==> config.mk <==
export PLATFORM = sky130hd
export DESIGN_NAME = zx_ports_flat
export DESIGN_NICKNAME = d
export VERILOG_FILES = /design/src/rtl/zx_machine_pkg.sv /design/src/rtl/zx_bus_pkg.sv /design/src/rtl/cpu_bus.sv /design/src/rtl/zx_ports.sv /design/src/flat_wrapper.sv
export SDC_FILE = /design/constraint.sdc
export NUM_CORES = 1
export LEC_CHECK = 0
export ABC_AREA = 1
export BUFFER_PORTS_ARGS = -buffer_cell sky130_fd_sc_hd__buf_2
export CAP_MARGIN = 20
export CELL_PAD_IN_SITES_DETAIL_PLACEMENT = 0
export CELL_PAD_IN_SITES_GLOBAL_PLACEMENT = 1
export CORE_ASPECT_RATIO = 1.1
export CORE_MARGIN = 4
export CORE_UTILIZATION = 19
export DETAILED_ROUTE_END_ITERATION = 16
export PLACE_DENSITY = 0.81
export REMOVE_ABC_BUFFERS = 1
export SLEW_MARGIN = 20
export SYNTH_ARGS = -nofsm -noshare
export SYNTH_HDL_FRONTEND = slang
export SYNTH_SLANG_ARGS = --single-unit
==> constraint.sdc <==
create_clock -name clk28 -period 1.05 [get_ports clk28]
set_clock_uncertainty 0.2 [all_clocks]
set_input_delay 0.0525 -clock clk28 [delete_from_list [all_inputs] [get_ports clk28]]
set_output_delay 0.0525 -clock clk28 [all_outputs]
set_load 0.02 [all_outputs]
==> src/rtl/zx_machine_pkg.sv <==
//**********************************************************
// zx machine definitions for the model select, the 7FFD
// paging state and the ROM/RAM bank numbers.
//**********************************************************
`default_nettype none

package zx_machine_pkg;

    typedef enum logic {
        MACHINE_48  = 1'b0,
        MACHINE_128 = 1'b1
    } machine_t;

    // field order follows bits 5..0 of port 7FFD.
    typedef struct packed {
        logic       lock;
        logic       rom_page;
        logic       video_page;
        logic [2:0] ram_page;
    } paging_t;

    localparam logic [3:0] ROM_BANK_128   = 4'd0;
    localparam logic [3:0] ROM_BANK_48    = 4'd1;
    localparam logic [3:0] ROM_BANK_TRDOS = 4'd2;

    localparam logic [2:0] RAM_PAGE_4000 = 3'd5;  // screen page.
    localparam logic [2:0] RAM_PAGE_8000 = 3'd2;

    localparam paging_t PAGING_RESET = '0;

endpackage

`default_nettype wire

==> src/rtl/zx_bus_pkg.sv <==
//**********************************************************
// zx bus definitions with the Z80 bus widths, the ULA port
// decode masks and the fixed bits of the port reads.
//**********************************************************
`default_nettype none

package zx_bus_pkg;

    localparam int ADDR_W    = 16;
    localparam int DATA_W    = 8;
    localparam int RAM_OFS_W = 14;  // offset inside a 16K page.

    // port FE answers to any even address.
    localparam logic [ADDR_W-1:0] PORT_FE_MASK = 16'h0001;

    // 128K paging port decoded on A15 and A1 only.
    localparam logic [ADDR_W-1:0] PORT_7FFD_MASK = 16'h8002;

    // kempston joystick decodes the full low byte.
    localparam logic [7:0] PORT_KEMPSTON = 8'h1F;

    // high byte of the TR-DOS entry points in the 48 ROM.
    localparam logic [7:0] TRDOS_ENTRY_PAGE = 8'h3D;

    // bits 7 and 5 of an FE read float high.
    localparam logic [DATA_W-1:0] FE_UNUSED_BITS = 8'hA0;

endpackage

`default_nettype wire
==> src/rtl/cpu_bus.sv <==
//**********************************************************
// cpu_bus carries the sampled Z80 bus with active high flags.
//**********************************************************
`timescale 1ns/1ps
`default_nettype none

interface cpu_bus;

    logic [15:0] a;
    logic [7:0]  d;
    logic        iorq;
    logic        mreq;
    logic        m1;
    logic        rd;
    logic        wr;
    logic        ioreq;      // io cycle that is no int ack.
    logic        mreq_rise;  // first sampled cycle of mreq.

    modport sampler (
        output a, d, iorq, mreq, m1, rd, wr, ioreq, mreq_rise
    );

    modport consumer (
        input a, d, iorq, mreq, m1, rd, wr, ioreq, mreq_rise
    );

endinterface

`default_nettype wire

==> src/rtl/zx_ports.sv <==
//**********************************************************
// zx_ports decodes ULA ports FE, 1F and 7FFD, holds the
// border/sound and paging registers and sources read data.
//**********************************************************
`timescale 1ns/1ps
`default_nettype none

module zx_ports
    import zx_bus_pkg::*;
    import zx_machine_pkg::*;
(
    input  logic              clk28,
    input  logic              rst_n,
    cpu_bus.consumer          bus,
    input  machine_t          machine,
    input  logic [4:0]        kd,
    input  logic              tape_in,
    input  logic [4:0]        joy,
    output logic [2:0]        border,
    output logic              tape_out,
    output logic              beeper,
    output paging_t           paging,
    output logic [DATA_W-1:0] port_dout,
    output logic              port_dout_active
);

    logic fe_hit;
    logic kempston_hit;
    logic p7ffd_hit;
    logic io_wr;
    logic io_wr_q;
    logic io_wr_start;

    assign fe_hit       = (bus.a & PORT_FE_MASK) == '0;
    assign kempston_hit = bus.a[7:0] == PORT_KEMPSTON;
    assign p7ffd_hit    = (bus.a & PORT_7FFD_MASK) == '0;

    // one register write per strobe.
    assign io_wr       = bus.ioreq & bus.wr;
    assign io_wr_start = io_wr & ~io_wr_q;

    always_ff @(posedge clk28 or negedge rst_n) begin
        if (!rst_n)
            io_wr_q <= 1'b0;
        else
            io_wr_q <= io_wr;
    end

    always_ff @(posedge clk28 or negedge rst_n) begin
        if (!rst_n) begin
            border   <= 3'd0;
            tape_out <= 1'b0;
            beeper   <= 1'b0;
        end else if (io_wr_start && fe_hit) begin
            border   <= bus.d[2:0];
            tape_out <= bus.d[3];
            beeper   <= bus.d[4];
        end
    end

    // once locked, only reset opens paging again.
    always_ff @(posedge clk28 or negedge rst_n) begin
        if (!rst_n) begin
            paging <= PAGING_RESET;
        end else if (io_wr_start && p7ffd_hit && machine == MACHINE_128 && !paging.lock) begin
            paging.ram_page   <= bus.d[2:0];
            paging.video_page <= bus.d[3];
            paging.rom_page   <= bus.d[4];
            paging.lock       <= bus.d[5];
        end
    end

    // fe wins over kempston on an even address.
    always_comb begin
        if (fe_hit)
            port_dout = FE_UNUSED_BITS | {1'b0, tape_in, 1'b0, kd};
        else
            port_dout = {3'b000, joy};
    end

    assign port_dout_active = bus.ioreq & bus.rd & (fe_hit | kempston_hit);

endmodule

`default_nettype wire

==> src/flat_wrapper.sv <==
// flat-port wrapper written by rule: the top's interface ports become plain ports
module zx_ports_flat import zx_bus_pkg::*; import zx_machine_pkg::*;
  (clk28, rst_n, machine, kd, tape_in, joy, border, tape_out, beeper, paging, port_dout, port_dout_active, bus_a, bus_d, bus_iorq, bus_mreq, bus_m1, bus_rd, bus_wr, bus_ioreq, bus_mreq_rise);
  cpu_bus bus_i ();
  input  logic clk28;
  input  logic rst_n;
  input  machine_t machine;
  input  logic [4:0] kd;
  input  logic tape_in;
  input  logic [4:0] joy;
  output logic [2:0] border;
  output logic tape_out;
  output logic beeper;
  output paging_t paging;
  output logic [DATA_W-1:0] port_dout;
  output logic port_dout_active;
  input wire logic [$bits(bus_i.a)-1:0] bus_a;
  input wire logic [$bits(bus_i.d)-1:0] bus_d;
  input wire logic [$bits(bus_i.iorq)-1:0] bus_iorq;
  input wire logic [$bits(bus_i.mreq)-1:0] bus_mreq;
  input wire logic [$bits(bus_i.m1)-1:0] bus_m1;
  input wire logic [$bits(bus_i.rd)-1:0] bus_rd;
  input wire logic [$bits(bus_i.wr)-1:0] bus_wr;
  input wire logic [$bits(bus_i.ioreq)-1:0] bus_ioreq;
  input wire logic [$bits(bus_i.mreq_rise)-1:0] bus_mreq_rise;
  assign bus_i.a = bus_a;
  assign bus_i.d = bus_d;
  assign bus_i.iorq = bus_iorq;
  assign bus_i.mreq = bus_mreq;
  assign bus_i.m1 = bus_m1;
  assign bus_i.rd = bus_rd;
  assign bus_i.wr = bus_wr;
  assign bus_i.ioreq = bus_ioreq;
  assign bus_i.mreq_rise = bus_mreq_rise;
  zx_ports u_core (.clk28(clk28), .rst_n(rst_n), .bus(bus_i), .machine(machine), .kd(kd), .tape_in(tape_in), .joy(joy), .border(border), .tape_out(tape_out), .beeper(beeper), .paging(paging), .port_dout(port_dout), .port_dout_active(port_dout_active));
endmodule
# ---- After elaboration in Yosys (flattened, before gate mapping)
# Index checks and enable logic that the tools add are counted.
dict set report totals {
  output_inout_bits 20
  reg_bits 12
  wordCells 23
}
dict set report classes {
  bitwise 6
  reduce_logical 7
  n_eq_ne 1
  mux 1
}
# operator count
set ops {}
lappend ops {{$logic_not 16->1} 2}
lappend ops {{$eq 8x5->1 const B} 1}
lappend ops {{$mux 8} 1}
lappend ops {{$and 1x1->1} 4}
lappend ops {{$logic_and 1x1->1} 4}
lappend ops {{$logic_not 1->1} 1}
lappend ops {{$not 1->1} 1}
lappend ops {{$or 1x1->1} 1}

# ---- Longest topological paths before layout
dict set report depth {
  word_depth 5
  depth_mapped 6
}

# ---- Worst setup path before layout
# Ideal clock, no wire load.
dict set report synth_timing {
  path_kind {flip-flop to flip-flop}
  startpoint {register u_core.paging[5] (netlist name)}
  endpoint {register u_core.paging[0] (netlist name)}
  stages_incl_launch_ff 7
  path_slack_ps -220
  path_buffers 0
  setup_ps 117
  t_arrival_ps 953
  t_required_ps 733
  cell_sequence {dfrtp_1 > inv_1 > nand2_1 > nor2_4 > nand2_2 > nand2_1 > nand2_1}
}
dict set report synth_via {
  elab_chain_cells 2
}
# element line_no
set synth_lines {}
lappend synth_lines {{$logic_not 1->1} zx_ports.sv:65} ;# end else if (io_wr_start && p7ffd_hit && machine == MACHINE_128 && !paging.lock) begin
lappend synth_lines {{$logic_and 1x1->1} zx_ports.sv:65}
# No other way between the ends.
# A chain may end at the register's enable or synchronous reset.

# ---- Worst setup path in the final report
dict set report layout_timing {
  startpoint {register u_core.paging[5] (netlist name)}
  endpoint {register u_core.paging[1] (netlist name)}
}
dict set report layout_via {
  elab_chain_cells 2
}
# element line_no
set layout_lines {}
lappend layout_lines {{$logic_not 1->1} zx_ports.sv:65}
lappend layout_lines {{$logic_and 1x1->1} zx_ports.sv:65}
# No other way between the ends.

==> reports/qor.yml <==
status:
  status: "complete, but fails checks"
  violations: "negative hold slack, negative setup slack"
worst_setup_path:
  slowest_delay_ps: 390
  crit_path_end_kind: "register"
  cp_cell_sequence: "inv_2 -> nand2_2 -> nor2_4 -> buf_6 -> nand3_1 -> nand2_1"
  cp.buffers_inverters: 2
  worstPathRequired_ps: 1060
  worstSetupPathType: "register to register"
  start_kind: "register"
  cp_max_fo: 4
  path_delay_family: "flip-flops"
  slowest_stage: "dfrtp_1"
  arrival_ps: 1210
layout:
  fin_nets: 208
  n_antenna_cell: 0
  final_layout_size_suffix_gt1_frac: 0.559
  syn2layout_area_growth_pct: 97.5
  final_util: 0.403
sta:
  hold_viol_final: 11
  max_freq_mhz: 832
  hold_ws_ps: -54.9
  rsz0062_at_grt: "yes"
  report.final.slew_viol_count: 0
  fin_tns_setup_ps: -1300
  setup_viol: 14
  relSlewSlack: 0.824
  tightestPinTransition_ps: 264
  period_share: 1.14
  fin_crit_ps: 1200
  postLayoutSetupSlackWorst_ps: -152
synth:
  synth.top_cell.area_share: 0.467
  yosys.cell_count.top_type: "nand2_1"
  syn_area_per_cell_sq_um: 7.31
  synth_seq_cells: 12
  yosysSeqAreaShare: 0.467
  syn_inst: 88
  synth-edff-count: 0
  synth_async_sr_flop_share: 1.00
  synth_ff_type: "dfrtp_1"
  ys_top_cells_by_area: "dfrtp_1 47%, nand2_1 26%, nand3_1 8.6%"
  synth.distinct_cells: 10
  syn_area_sq_um: 643
  ys_warn_count: 0
  synthTopCellsByCount: "44 x nand2_1, 12 x dfrtp_1, 11 x nand3_1, 8 x inv_1, 4 x buf_4"
  yosys.area.top_type: "dfrtp_1"
clock_tree:
  clk_latency_ps: 270
  cts_buffers: 3
  cts_tree: "built"
  cts_sinks: 12
  hold_buffers: 8
  htree_levels: 1
  clk_path_buf_depth: 2
  root_buffer: "clkbuf_4"
  cts.clk_slew.worst_paths_ps: 70
floorplan:
  initial_core_util: 0.204
  die-area_sq_um: 4380
  die_w_um: 63.5
  die_h_um: 69.0
  ios: 65
  core.rowCount: 21
  fp.coreArea_sq_um: 3150
power:
  power_density_nw_per_um2: 953
  ir_drop_uv: 525
  power.leakage_nw: 0.737
global_route:
  grt_pass1_wl_um: 3310
  grt_overflow: 0
  grt_pass1_vias: 818
  grt_max_degree: 13
  antenna_found_initial: 0
  grt_usage: 0.0946
routing:
  ant_nets: 0
  drt-pass1-iter-count: 4
  drc: 0
  vias_per_cell: 4.16
  wl_um: 1930
  drt-initial-drc-count: 13
  vias: 812
  avgRoutedWirePerCell_um: 9.88
worst_hold_path:
  holdCritPathClass: "primary input to register"
placed_design:
  gp_congestion: 0.707
  dp_hpwl_um: 1460
  numPortBuffers: 51
flow_run:
  drv_cap: 0
[where the power goes]
part | leakage [nW] | switching (mW) | internal, mW
combinational | 0.569 | 0.202 | 0.207
clock | 0.0138 | 0.142 | 0.133
sequential | 0.154 | 0.0270 | 0.499
[metrics by stage]
step                      instances  setup WS [ps]  power, mW  area (sq um)
final                           195           -152       1.21          1270
after global routing            195           -236       1.29          1270
after CTS                       193           -109       1.20          1180
after detailed placement        175           -179      0.834           952
after global placement          175           -153      0.833           952
after floorplan                  83           -222      0.671           602
[cell type report]
class / instances / area (sq um)
fillers: 331 / 1880
multi-input cells: 63 / 339
inverters: 8 / 30.0
clock buffers: 3 / 22.5
flip-flops and latches: 12 / 300
repair buffers: 75 / 536
well taps: 34 / 42.5
[cells by family after synthesis]
| family | synth area share |
|---|---|
| AO/OA/AOI/OAI | 0.00777 |
| buffers and inverters | 0.111 |
| flip-flops | 0.467 |
| AND/OR/NAND/NOR | 0.414 |
[state kept, by name, summed over array words and instances, names as in the netlist]
signal	cells
u_core.border	3
u_core.tape_out	1
u_core.paging	6
u_core.beeper	1
u_core.io_wr_q	1
[tightest hold or removal path: stages]
cell	delay, ps
buf_2	90
inv_2	50
nand2_4	80
nand2_2	40
nand2_1	50
[timing repair]
| action | in CTS | in global routing |
|---|---|---|
| setup endpoints to repair | 22 | 22 |
| buffers inserted | 7 | 2 |
| gates resized for setup | 24 | 19 |
| pin swaps | 1 | 14 |
| endpoints found under the hold margin | 24 | 5 |
[metal layers]
metal / track usage / share of wire
met5: 0 / 0
met4: 0.0240 / 0.0073
met3: 0.0487 / 0.12
met2: 0.148 / 0.45
met1: 0.113 / 0.42
[cell usage in the layout (no fill, tap or decap)]
master,n
nor2_1,3
nand2_1,39
dlygate4sd3_1,8
nor2_4,2
clkbuf_4,3
a21oi_1,1
dfrtp_1,12
buf_4,13
buf_2,40
nand2_2,5
inv_1,6
nand3_1,2
nand2_4,2
nand3_2,9
inv_2,2
buf_6,14
[worst paths after layout]
check,start,endpoint,slack [ps],cells past startpoint
worst max-delay path,u_core.paging[5],u_core.paging[1],-150,6
worst min-delay path,bus_a[0],u_core.beeper,-50,5
worst max register to register,u_core.paging[5],u_core.paging[1],-150,6
worst min register to register,u_core.paging[1],u_core.paging[1],300,2
max in group asynchronous,rst_n,u_core.tape_out,440,2
min in group asynchronous,rst_n,u_core.paging[2],-10,2
Power figures use the tool's default switching activity.
