## config.mk

```make
export PLATFORM = sky130hd
export DESIGN_NAME = bus_sampler_flat
export DESIGN_NICKNAME = d
export VERILOG_FILES = /design/src/rtl/zx_bus_pkg.sv /design/src/rtl/cpu_bus.sv /design/src/rtl/bus_sampler.sv /design/src/flat_wrapper.sv
export SDC_FILE = /design/constraint.sdc
export NUM_CORES = 1
export LEC_CHECK = 0
export ABC_CLOCK_PERIOD_IN_PS = 800
export BUFFER_PORTS_ARGS = -buffer_cell sky130_fd_sc_hd__buf_2
export CORE_MARGIN = 3
export CORE_UTILIZATION = 33
export CTS_BUF_LIST = sky130_fd_sc_hd__clkbuf_8
export DETAILED_ROUTE_END_ITERATION = 6
export PLACE_DENSITY = 0.8
export SLEW_MARGIN = 20
export SYNTH_ARGS = -nofsm -noshare
export SYNTH_HDL_FRONTEND = slang
export SYNTH_SLANG_ARGS = --single-unit
```

## constraint.sdc

```tcl
create_clock -name clk28 -period 0.8 [get_ports clk28]
set_input_delay 0.08 -clock clk28 [delete_from_list [all_inputs] [get_ports clk28]]
set_output_delay 0.08 -clock clk28 [all_outputs]
set_load 0.01 [all_outputs]
```

## src/rtl/zx_bus_pkg.sv

```systemverilog
//**********************************************************
// zx bus definitions with the Z80 bus widths, the ULA port
// decode masks and the fixed bits of the port reads.
//**********************************************************
`default_nettype none

package zx_bus_pkg;

    localparam int ADDR_W    = 16;
    localparam int DATA_W    = 8;
    localparam int RAM_OFS_W = 14;  // offset inside a 16K page.

    // port FE answers to any even address.
    localparam logic [ADDR_W-1:0] PORT_FE_MASK = 16'h0001;

    // 128K paging port decoded on A15 and A1 only.
    localparam logic [ADDR_W-1:0] PORT_7FFD_MASK = 16'h8002;

    // kempston joystick decodes the full low byte.
    localparam logic [7:0] PORT_KEMPSTON = 8'h1F;

    // high byte of the TR-DOS entry points in the 48 ROM.
    localparam logic [7:0] TRDOS_ENTRY_PAGE = 8'h3D;

    // bits 7 and 5 of an FE read float high.
    localparam logic [DATA_W-1:0] FE_UNUSED_BITS = 8'hA0;

endpackage

`default_nettype wire
```

## src/rtl/cpu_bus.sv

```systemverilog
//**********************************************************
// cpu_bus carries the sampled Z80 bus with active high flags.
//**********************************************************
`timescale 1ns/1ps
`default_nettype none

interface cpu_bus;

    logic [15:0] a;
    logic [7:0]  d;
    logic        iorq;
    logic        mreq;
    logic        m1;
    logic        rd;
    logic        wr;
    logic        ioreq;      // io cycle that is no int ack.
    logic        mreq_rise;  // first sampled cycle of mreq.

    modport sampler (
        output a, d, iorq, mreq, m1, rd, wr, ioreq, mreq_rise
    );

    modport consumer (
        input a, d, iorq, mreq, m1, rd, wr, ioreq, mreq_rise
    );

endinterface

`default_nettype wire

```

## src/rtl/bus_sampler.sv

```systemverilog
//**********************************************************
// bus_sampler registers the Z80 pins once per clk28 and
// turns the active low strobes into bus flags.
//**********************************************************
`timescale 1ns/1ps
`default_nettype none

module bus_sampler
    import zx_bus_pkg::*;
(
    input  logic              clk28,
    input  logic              rst_n,
    input  logic [ADDR_W-1:0] xa,
    input  logic [DATA_W-1:0] xd,
    input  logic              n_rd,
    input  logic              n_wr,
    input  logic              n_mreq,
    input  logic              n_iorq,
    input  logic              n_m1,
    cpu_bus.sampler           bus
);

    // address and data pins sampled every cycle.
    always_ff @(posedge clk28) begin
        bus.a <= xa;
        bus.d <= xd;
    end

    always_ff @(posedge clk28 or negedge rst_n) begin
        if (!rst_n) begin
            bus.iorq      <= 1'b0;
            bus.mreq      <= 1'b0;
            bus.m1        <= 1'b0;
            bus.rd        <= 1'b0;
            bus.wr        <= 1'b0;
            bus.ioreq     <= 1'b0;
            bus.mreq_rise <= 1'b0;
        end else begin
            bus.iorq      <= ~n_iorq;
            bus.mreq      <= ~n_mreq;
            bus.m1        <= ~n_m1;
            bus.rd        <= ~n_rd;
            bus.wr        <= ~n_wr;
            bus.ioreq     <= ~n_iorq & n_m1;      // iorq with m1 is an int ack.
            bus.mreq_rise <= ~n_mreq & ~bus.mreq; // compare against the old sample.
        end
    end

endmodule

`default_nettype wire

```

## src/flat_wrapper.sv

```systemverilog
// flat-port wrapper written by rule: the top's interface ports become plain ports
module bus_sampler_flat import zx_bus_pkg::*;
  (clk28, rst_n, xa, xd, n_rd, n_wr, n_mreq, n_iorq, n_m1, bus_a, bus_d, bus_iorq, bus_mreq, bus_m1, bus_rd, bus_wr, bus_ioreq, bus_mreq_rise);
  cpu_bus bus_i ();
  input  logic clk28;
  input  logic rst_n;
  input  logic [ADDR_W-1:0] xa;
  input  logic [DATA_W-1:0] xd;
  input  logic n_rd;
  input  logic n_wr;
  input  logic n_mreq;
  input  logic n_iorq;
  input  logic n_m1;
  output wire logic [$bits(bus_i.a)-1:0] bus_a;
  output wire logic [$bits(bus_i.d)-1:0] bus_d;
  output wire logic [$bits(bus_i.iorq)-1:0] bus_iorq;
  output wire logic [$bits(bus_i.mreq)-1:0] bus_mreq;
  output wire logic [$bits(bus_i.m1)-1:0] bus_m1;
  output wire logic [$bits(bus_i.rd)-1:0] bus_rd;
  output wire logic [$bits(bus_i.wr)-1:0] bus_wr;
  output wire logic [$bits(bus_i.ioreq)-1:0] bus_ioreq;
  output wire logic [$bits(bus_i.mreq_rise)-1:0] bus_mreq_rise;
  assign bus_a = bus_i.a;
  assign bus_d = bus_i.d;
  assign bus_iorq = bus_i.iorq;
  assign bus_mreq = bus_i.mreq;
  assign bus_m1 = bus_i.m1;
  assign bus_rd = bus_i.rd;
  assign bus_wr = bus_i.wr;
  assign bus_ioreq = bus_i.ioreq;
  assign bus_mreq_rise = bus_i.mreq_rise;
  bus_sampler u_core (.clk28(clk28), .rst_n(rst_n), .xa(xa), .xd(xd), .n_rd(n_rd), .n_wr(n_wr), .n_mreq(n_mreq), .n_iorq(n_iorq), .n_m1(n_m1), .bus(bus_i));
endmodule
```

* Yosys cells after proc, flatten, opt, wreduce, memory -nomap -nowiden
Index checks and enable logic that the tools add are counted.
Word-level totals: bits in registers 31, input port bits 31, output and inout bits 31, logic and storage cells 17
Operators by class: bitwise operators 8
Operator list (count):
- $not 1->1 | 6
- $and 1x1->1 | 2

* Depth between registers and ports, before layout
Gate-level depths: netlist (run 1).
word-level depth 2, depth in mapped cells 1, depth with buffers taken out 1

* Worst setup path after synthesis (run 1)
Ideal clock, no wire load.
kind register -> register, start register u_core.bus.mreq, end register u_core.bus.mreq_rise, library setup time 0.072 ns, arrival time 0.470 ns, path slack 0.258 ns, stages on the path, launching flop included 2, period minus slack after synthesis 0.542 ns, path through dfrtp_1 nor2_1
Between the ends: word-level cells in the longest chain between the ends 2
Ends and longest elaborated chain:
- start, declared | line cpu_bus.sv:20 | output a, d, iorq, mreq, m1, rd, wr, ioreq, mreq_rise
- start signal, assigned | line bus_sampler.sv:40 | bus.mreq <= ~n_mreq;
- $not 1->1 | line bus_sampler.sv:45 | bus.mreq_rise <= ~n_mreq & ~bus.mreq;
- $and 1x1->1 | line bus_sampler.sv:45
- end signal, assigned | line bus_sampler.sv:45
- end, declared | line cpu_bus.sv:20
No other way between the ends.

* Worst setup path after layout (run 1)
start register u_core.bus.mreq, end output bus_mreq
RTL lines:
- end, declared | line flat_wrapper.sv:17 | output wire logic [$bits(bus_i.mreq)-1:0] bus_mreq;
No word-level cell between the ends.

==> impl_metrics.env, run 1 <==
export IMPL_status="finished, violations left"
export IMPL_violations="setup timing"
export IMPL_finalSetupViolations=11
export IMPL_drt_total_wl_um=2490
export IMPL_wl_per_cell_um=15.28
export IMPL_multi_input_area_um2=17.52
export IMPL_synth_fp_nets=69
export IMPL_maxSlewViolCount=0
export IMPL_cts_tree="built"
export IMPL_whs_ns=0.2005
export IMPL_vias_per_cell=4.061
export IMPL_maxSlewHeadroom=0.8955
export IMPL_arrival_ns=0.79
export IMPL_clock_skew_ns=0.01067
export IMPL_mostFrequentLayoutCell="buf_2"
export IMPL_crit_fanout=2
export IMPL_pwr_share_seq=0.515
export IMPL_cts_sinks=31
export IMPL_p_leak_nw=0.7657
export IMPL_grt_ovfl_total=0
export IMPL_worst_endpoint_required_ns=0.72
export IMPL_hold_class="in -> async"
export IMPL_synth_top_area_share=0.6944
export IMPL_grt_max_degree=11
export IMPL_cp_top_family="flip-flops"
export IMPL_initial_core_util=0.3724
export IMPL_die_h_um=51.79
export IMPL_path_clk_slew_ns=0.07
export IMPL_yosysWarnings=0
export IMPL_layout_setup_ws_ns=-0.07199
export IMPL_hold_viol_final=0
export IMPL_dr_pass1_iters=2
export IMPL_place_congestion=0.6125
export IMPL_dpl_cell_area_um2=1028
export IMPL_fillers=99
export IMPL_drt_iter0_markers=2
export IMPL_syn_area_um2=691.9
export IMPL_rows=15
export IMPL_syn_avg_cell_area_um2=18.21
export IMPL_intPower_mw=2.553
export IMPL_coreArea_um2=1858
export IMPL_fmax_ghz=1.147
export IMPL_p_sw_mw=0.6874
export IMPL_num_vias=662
export IMPL_synth_seq_cells=31
export IMPL_grt_first_pass_wirelength_um=3077
export IMPL_r2r_cells=2
export IMPL_hpwlAfterDp_um=1167
export IMPL_synthTopCellsByArea="dfxtp_1 (69%), dfrtp_1 (25%), inv_1 (2.7%)"
export IMPL_cp_num_buf_inv=1
export IMPL_ys_types=5
export IMPL_utilization=0.8054
export IMPL_area_growth_pct=116.3
export IMPL_irDropWorstVdd_mv=2.157
export IMPL_critical_path_depth=1
export IMPL_worst_setup_path_end_kind="output pin"
export IMPL_drc=0
export IMPL_crit_path_top_delay_cell="dfrtp_1"
export IMPL_yosysSeqAreaShare=0.9476
export IMPL_path_cells="buf_2"
export IMPL_swShare=0.2122
export IMPL_timing_final_crit_share=1.090
export IMPL_antenna_found_initial=0
export IMPL_p_per_area_nw_per_um2=2165
export IMPL_syn_inst=38
export IMPL_cp_slowest_stage_delay_ns=0.39
export IMPL_rsz0062_at_grt="true"
export IMPL_cts_buffer_depth=2
export IMPL_io_pins=62
export IMPL_grt_usage=0.1660
export IMPL_p_clk_frac=0.369
export IMPL_insertion_delay_ns=0.27
export IMPL_dieArea_um2=2682
export IMPL_final_cell_mix="buf_2 (52), dlygate4sd3_1 (30), dfxtp_1 (14), dfxtp_2 (10), buf_6 (9)"
export IMPL_port_buffers=61
export IMPL_cap_viol_max_count=0
export IMPL_critPathLaunchType="flop"
export IMPL_postRouteAntennaNets=0
export IMPL_fin_crit_ns=0.8720
export IMPL_drive_above_1_share=0.5797
export IMPL_die_x_um=51.79
export IMPL_synth_largest_area_cell="dfxtp_1"
export IMPL_numCtsBuffers=5
export IMPL_insertedDiodeCount=0
export IMPL_htreeDepth=2
export IMPL_final_area_um2=1496
export IMPL_register_area_um2=668.1
export IMPL_p_comb_frac=0.115
export IMPL_layout_nets=168
export IMPL_worst_pin_slew_ns=0.1568
export IMPL_grt_pass1_vias=701
export IMPL_criticalPathCategory="reg -> out"
export IMPL_cts_root_buffer="clkbuf_8"
[repair_timing]
item | in CTS | in global routing
hold buffers | 30 | 0
gates resized for setup | 1 | 19
gates cloned | 0 | 0
pin swaps | 0 | 0
buffers inserted | 0 | 1
setup endpoints to repair | 8 | 23
hold endpoints to repair | 38 | 0
[logic make-up (layout without fill, tap and decap cells)]
kind of cell	Yosys count	in the layout	share of synthesized area
DFF	31	31	0.9476
and+or+nand+nor	2	2	0.02531
buffers and inverters	5	105	0.02713
[path summary, 6_finish.rpt]
path | end | slack [ns] | from
min in group clk28 | u_core.bus.a[7]$_DFF_P_ | 0.45 | xa[7]
hold / removal | u_core.bus.rd$_DFF_PN0_ | 0.20 | rst_n
setup / recovery | bus_mreq | -0.07 | u_core.bus.mreq$_DFF_PN0_
setup reg to reg | u_core.bus.mreq_rise$_DFF_PN0_ | 0.10 | u_core.bus.mreq$_DFF_PN0_
hold reg to reg | u_core.bus.mreq_rise$_DFF_PN0_ | 0.54 | u_core.bus.mreq$_DFF_PN0_
max in group asynchronous | u_core.bus.mreq$_DFF_PN0_ | 0.44 | rst_n
[power by group through the flow]
stage	registers, mW	clock network, mW	logic, mW
global placement	1.68	0	0.211
finish	1.67	1.20	0.374
CTS	1.65	1.21	0.329
floorplan	1.73	0	0.00954
detailed placement	1.68	0	0.218
global route	1.67	1.30	0.400
[through the flow]
| stage | setup WS [ns] | cells | power (mW) | setup TNS, ns |
|---|---|---|---|---|
| global route | -0.09518 | 163 | 3.372 | -0.7283 |
| detailed placement | 0.2357 | 124 | 1.901 | 0 |
| CTS | -0.05426 | 162 | 3.189 | -0.2744 |
| global placement | 0.2381 | 124 | 1.891 | 0 |
| floorplan | 0.2580 | 38 | 1.741 | 0 |
| finish | -0.07199 | 163 | 3.240 | -0.4028 |
[flip-flops by register name, indices dropped and copies added (netlist names)]
signal	cells
u_core.bus.mreq_rise	1
u_core.bus.wr	1
u_core.bus.mreq	1
u_core.bus.a	16
u_core.bus.d	8
u_core.bus.m1	1
u_core.bus.rd	1
u_core.bus.iorq	1
u_core.bus.ioreq	1
[cells in the mapped netlist]
cell and instances:
dfrtp_1 7, dfxtp_1 24, inv_1 5, nor2_1 1, nor2b_4 1
[area by class of cell]
class | instances | area share
multi-input cells | 2 | 0.01171
repair buffers | 92 | 0.4473
clock inverters | 2 | 0.005853
inverters | 5 | 0.01254
well taps | 25 | 0.02090
clock buffers | 6 | 0.05518
flip-flops and latches | 31 | 0.4465
[layer usage]
metal / track usage / up-vias / wire length [um]
li1: - / 306 / -
met1: 0.1261 / 304 / 863
met2: 0.3581 / 44 / 1312
met3: 0.06304 / 8 / 206
met4: 0.05240 / 0 / 108
met5: 0 / - / 0
(Power assumes the default switching activity.)
==> inputs of run 2 (changes only) <==
--- a/config.mk
+++ b/config.mk
@@ -11,6 +11,7 @@
 export CORE_UTILIZATION = 33
 export CTS_BUF_LIST = sky130_fd_sc_hd__clkbuf_8
 export DETAILED_ROUTE_END_ITERATION = 6
+export GPL_TIMING_DRIVEN = 0
 export PLACE_DENSITY = 0.8
 export SLEW_MARGIN = 20
 export SYNTH_ARGS = -nofsm -noshare
==> impl_metrics.env, run 2 (synthesis results as in run 1) <==
export IMPL_criticalPathCategory="reg -> out"
export IMPL_cts_sinks=31
export IMPL_irDropWorstVdd_mv=1.819
export IMPL_die_x_um=51.79
export IMPL_coreArea_um2=1858
export IMPL_vias_per_cell=4.012
export IMPL_layout_setup_ws_ns=-0.08267
export IMPL_cap_viol_max_count=0
export IMPL_critPathLaunchType="flop"
export IMPL_rows=15
export IMPL_hpwlAfterDp_um=1174
export IMPL_num_vias=658
export IMPL_pwr_share_seq=0.521
export IMPL_die_h_um=51.79
export IMPL_hold_viol_final=0
export IMPL_port_buffers=61
export IMPL_insertion_delay_ns=0.27
export IMPL_clock_skew_ns=0.0001111
export IMPL_arrival_ns=0.80
export IMPL_hold_class="in -> async"
export IMPL_cp_top_family="flip-flops"
export IMPL_cp_slowest_stage_delay_ns=0.40
export IMPL_cts_buffer_depth=2
export IMPL_status="finished, violations left"
export IMPL_rsz0062_at_grt="true"
export IMPL_drt_iter0_markers=9
export IMPL_grt_first_pass_wirelength_um=3546
export IMPL_intPower_mw=2.491
export IMPL_cts_root_buffer="clkbuf_8"
export IMPL_finalSetupViolations=8
export IMPL_p_sw_mw=0.7307
export IMPL_mostFrequentLayoutCell="buf_2"
export IMPL_antenna_found_initial=0
export IMPL_worst_endpoint_required_ns=0.72
export IMPL_timing_final_crit_share=1.103
export IMPL_dieArea_um2=2682
export IMPL_htreeDepth=2
export IMPL_maxSlewHeadroom=0.8847
export IMPL_critical_path_depth=1
export IMPL_drt_total_wl_um=2634
export IMPL_maxSlewViolCount=0
export IMPL_io_pins=62
export IMPL_p_clk_frac=0.351
export IMPL_drc=0
export IMPL_initial_core_util=0.3724
export IMPL_path_cells="buf_6"
export IMPL_worst_pin_slew_ns=0.1729
export IMPL_final_cell_mix="buf_2 (43), dlygate4sd3_1 (30), buf_6 (18), dfxtp_2 (15), dfxtp_1 (9)"
export IMPL_place_congestion=0.6099
export IMPL_registers_top_by_ff_count="u_core.bus.a"
export IMPL_crit_path_top_delay_cell="dfrtp_1"
export IMPL_r2r_slack_ns=0
export IMPL_fin_crit_ns=0.8827
export IMPL_layout_nets=169
export IMPL_insertedDiodeCount=0
export IMPL_swShare=0.2268
export IMPL_p_leak_nw=0.7876
export IMPL_p_comb_frac=0.128
export IMPL_r2r_cells=3
export IMPL_wl_per_cell_um=16.06
export IMPL_crit_fanout=1
export IMPL_worst_setup_path_end_kind="output pin"
export IMPL_pre_cts_ws_ns=0.2309
export IMPL_power_mw=3.222
export IMPL_numCtsBuffers=5
export IMPL_grt_ovfl_total=0
export IMPL_grt_pass1_vias=752
export IMPL_postRouteAntennaNets=0
export IMPL_grt_max_degree=10
export IMPL_top_regs="u_core.bus.a: 16 flops, u_core.bus.d: 8 flops"
export IMPL_path_clk_slew_ns=0.07
export IMPL_dr_pass1_iters=4
export IMPL_violations="setup timing"
export IMPL_grt_usage=0.1991
export IMPL_fmax_ghz=1.133
export IMPL_cp_num_buf_inv=1
export IMPL_drive_above_1_share=0.6187
export IMPL_p_per_area_nw_per_um2=2060
export IMPL_area_growth_pct=126.0
export IMPL_cts_tree="built"
export IMPL_largest_reg_flops=16
[run 2: cell count changes in the layout (fill, tap and decap cells not counted)]
cell	change
buf_2	-9
buf_4	+1
buf_6	+9
clkbuf_8	-1
dfxtp_1	-5
dfxtp_2	+5
inv_1	+1
nor2_1	-1
nor2_4	+1
[run 2: metrics by stage]
step / instance area (um2) / utilization / hold WS, ns / std cells / TNS [ns]
floorplan: 691.9 / - / -0.2156 / 38 / 0
global placement: 1028 / 0.5535 / -0.09044 / 124 / 0
detailed placement: 1028 / 0.5535 / -0.08659 / 124 / 0
CTS: 1441 / 0.7758 / 0.1480 / 163 / -0.3631
global route: 1564 / 0.8418 / 0.1801 / 164 / -0.8827
finish: 1564 / 0.8418 / 0.1708 / 164 / -0.4541
[run 2: path summary, 6_finish.rpt]
kind	start	end
max reg2reg	u_core.bus.mreq$_DFF_PN0_	u_core.bus.mreq_rise$_DFF_PN0_
min in group clk28	xa[11]	u_core.bus.a[11]$_DFF_P_
max	u_core.bus.ioreq$_DFF_PN0_	bus_ioreq
min reg2reg	u_core.bus.mreq$_DFF_PN0_	u_core.bus.mreq_rise$_DFF_PN0_
min	rst_n	u_core.bus.iorq$_DFF_PN0_
max in group asynchronous	rst_n	u_core.bus.ioreq$_DFF_PN0_
[run 2: layout make-up]
| type | instances | area [um2] |
|---|---|---|
| Sequential cell | 31 | 674.4 |
| Clock buffer | 5 | 68.82 |
| Multi-Input combinational cell | 2 | 25.02 |
| Timing Repair Buffer | 93 | 733.2 |
| Clock inverter | 3 | 12.51 |
| Tap cell | 25 | 31.28 |
| Fill cell | 90 | 294.0 |
| Inverter | 5 | 18.77 |
[run 2: layer usage]
layer  GRT usage  part of all wire
met3     0.08309             0.082
met2      0.3962              0.55
met5           0                 0
met4     0.08297            0.0053
met1      0.1670              0.36
[run 2: what timing repair did]
item | CTS | global route
endpoints found under the hold margin | 38 | 0
buffers inserted | 1 | 1
resized for setup | 7 | 28
endpoints found under the setup margin | 15 | 29
hold buffers | 30 | 0
[run 2: power by group through the flow]
stage          Combinational [mW]  Clock [mW]  Sequential (mW)
3_5_place_dp                0.216           0             1.68
4_1_cts                     0.341        1.14             1.66
2_1_floorplan             0.00954           0             1.73
6_report                    0.413        1.13             1.68
3_3_place_gp                0.211           0             1.68
5_1_grt                     0.438        1.23             1.68
==> inputs of run 3 (changes only) <==
--- a/config.mk
+++ b/config.mk
@@ -7,6 +7,7 @@
 export LEC_CHECK = 0
 export ABC_CLOCK_PERIOD_IN_PS = 800
 export BUFFER_PORTS_ARGS = -buffer_cell sky130_fd_sc_hd__buf_2
+export CORE_ASPECT_RATIO = 0.8
 export CORE_MARGIN = 3
 export CORE_UTILIZATION = 33
 export CTS_BUF_LIST = sky130_fd_sc_hd__clkbuf_8
==> impl_metrics.env, run 3 (synthesis results as in run 1) <==
export IMPL_p_leak_nw=0.7540
export IMPL_cts_tree="built"
export IMPL_cp_endpoint="bus_mreq"
export IMPL_cp_slowest_stage_delay_ns=0.37
export IMPL_layout_setup_ws_ns=-0.05834
export IMPL_antenna_found_initial=0
export IMPL_cap_viol_max_count=0
export IMPL_crit_fanout=2
export IMPL_registers_top_by_ff_count="u_core.bus.a"
export IMPL_violations="setup timing"
export IMPL_drc=0
export IMPL_power_mw=3.108
export IMPL_largest_reg_flops=16
export IMPL_num_vias=613
export IMPL_io_pins=62
export IMPL_grt_pass1_vias=631
export IMPL_crit_path_start="u_core.bus.mreq$_DFF_PN0_"
export IMPL_dieArea_um2=2686
export IMPL_mostFrequentLayoutCell="buf_2"
export IMPL_drt_iter0_markers=4
export IMPL_grt_ovfl_total=0
export IMPL_htreeDepth=2
export IMPL_r2r_slack_ns=0.26
export IMPL_drive_above_1_share=0.5693
export IMPL_rsz0062_at_grt="true"
export IMPL_rows=14
export IMPL_wl_met3_um=239
export IMPL_hpwlAfterDp_um=1027
export IMPL_grt_first_pass_wirelength_um=2801
export IMPL_hold_class="in -> async"
export IMPL_worst_endpoint_required_ns=0.72
export IMPL_r2r_cells=1
export IMPL_critical_path_depth=1
export IMPL_criticalPathCategory="reg -> out"
export IMPL_port_buffers=61
export IMPL_p_per_area_nw_per_um2=2112
export IMPL_maxSlewViolCount=0
export IMPL_clock_skew_ns=0.00004449
export IMPL_worst_pin_slew_ns=0.1406
export IMPL_wl_per_cell_um=11.35
export IMPL_cp_num_buf_inv=1
export IMPL_path_clk_slew_ns=0.06
export IMPL_grt_max_degree=11
export IMPL_maxSlewHeadroom=0.9063
export IMPL_postRouteAntennaNets=0
export IMPL_timing_final_crit_share=1.073
export IMPL_wl_met1_um=547
export IMPL_layout_nets=167
export IMPL_cp_top_family="flip-flops"
export IMPL_top_layer="met4"
export IMPL_die_h_um=46.96
export IMPL_wl_met2_um=1013
export IMPL_irDropWorstVdd_mv=1.559
export IMPL_status="finished, violations left"
export IMPL_die_x_um=57.20
export IMPL_cts_sinks=31
export IMPL_place_congestion=0.6532
export IMPL_tns_ns=-0.2745
export IMPL_cts_buffer_depth=2
export IMPL_numCtsBuffers=5
export IMPL_cts_root_buffer="clkbuf_8"
export IMPL_critPathLaunchType="flop"
export IMPL_fillers=132
export IMPL_coreArea_um2=1927
export IMPL_drt_total_wl_um=1827
export IMPL_path_cells="buf_2"
export IMPL_arrival_ns=0.78
export IMPL_final_cell_mix="buf_2 (53), dlygate4sd3_1 (30), dfxtp_1 (16), buf_6 (8), dfxtp_2 (8)"
export IMPL_final_area_um2=1471
export IMPL_r2r_start="u_core.bus.mreq$_DFF_PN0_"
export IMPL_grt_usage=0.1521
export IMPL_insertion_delay_ns=0.27
export IMPL_fmax_ghz=1.165
export IMPL_dr_pass1_iters=3
export IMPL_r2r_end="u_core.bus.mreq_rise$_DFF_PN0_"
export IMPL_dpl_cell_area_um2=1027
export IMPL_area_growth_pct=112.7
export IMPL_insertedDiodeCount=0
export IMPL_fin_crit_ns=0.8583
export IMPL_hold_viol_final=0
export IMPL_crit_path_top_delay_cell="dfrtp_1"
export IMPL_vias_per_cell=3.807
export IMPL_initial_core_util=0.3591
export IMPL_cts_setup_buffers=0
export IMPL_worst_setup_path_end_kind="output pin"
export IMPL_finalSetupViolations=7
export IMPL_top_regs="u_core.bus.a: 16 flops, u_core.bus.d: 8 flops"
export IMPL_pre_cts_ws_ns=0.2334
-- run 3: changes by cell type in the layout (fill, tap and decap cells not counted), sizes merged --
cell and delta:
buf -2, clkinv +2, inv -2
-- run 3: final cells by class --
type                    count  area, um2  area share
well taps                  24      30.03     0.02041
inverters                   5      18.77     0.01276
clock buffers               5      68.82     0.04677
multi-input cells           2      17.52     0.01190
repair buffers             91      655.6      0.4456
clock inverters             3      15.01     0.01020
flip-flops and latches     31      665.6      0.4524
-- run 3: layer usage --
metal,GRT usage,up-vias
met5,0,-
met4,0.06944,0
met1,0.1237,264
li1,-,305
met3,0.1044,5
met2,0.2893,39
-- run 3: power breakdown --
group          internal (mW)  leakage, nW  switching (mW)  total (mW)
clock network          0.592       0.0477           0.504        1.10
registers               1.64        0.287          0.0228        1.66
logic                  0.229        0.420           0.123       0.352
-- run 3: worst min-delay path by stage --
stage	depth (start not counted)	slack, ns	startpoint	endpoint
finish	2	0.16	rst_n	u_core.bus.rd$_DFF_PN0_
floorplan	0	-0.22	rst_n	u_core.bus.ioreq$_DFF_PN0_
global route	2	0.17	rst_n	u_core.bus.rd$_DFF_PN0_
CTS	2	0.16	rst_n	u_core.bus.rd$_DFF_PN0_
global placement	1	-0.09	rst_n	u_core.bus.rd$_DFF_PN0_
detailed placement	1	-0.09	rst_n	u_core.bus.rd$_DFF_PN0_
-- run 3: through the flow --
stage | utilization | instances | hold WS [ns]
after floorplan | - | 38 | -0.2156
after global placement | 0.5331 | 123 | -0.09161
after detailed placement | 0.5331 | 123 | -0.08566
after CTS | 0.7364 | 161 | 0.1568
after global routing | 0.7636 | 161 | 0.1698
final | 0.7636 | 161 | 0.1577
-- run 3: timing repair --
| action | 4_1_cts | 5_1_grt |
|---|---|---|
| pin swaps | 0 | 0 |
| setup endpoints to repair | 8 | 27 |
| gates resized for setup | 2 | 14 |
| hold buffers | 30 | 0 |
| cloned | 0 | 0 |
| hold endpoints to repair | 38 | 0 |
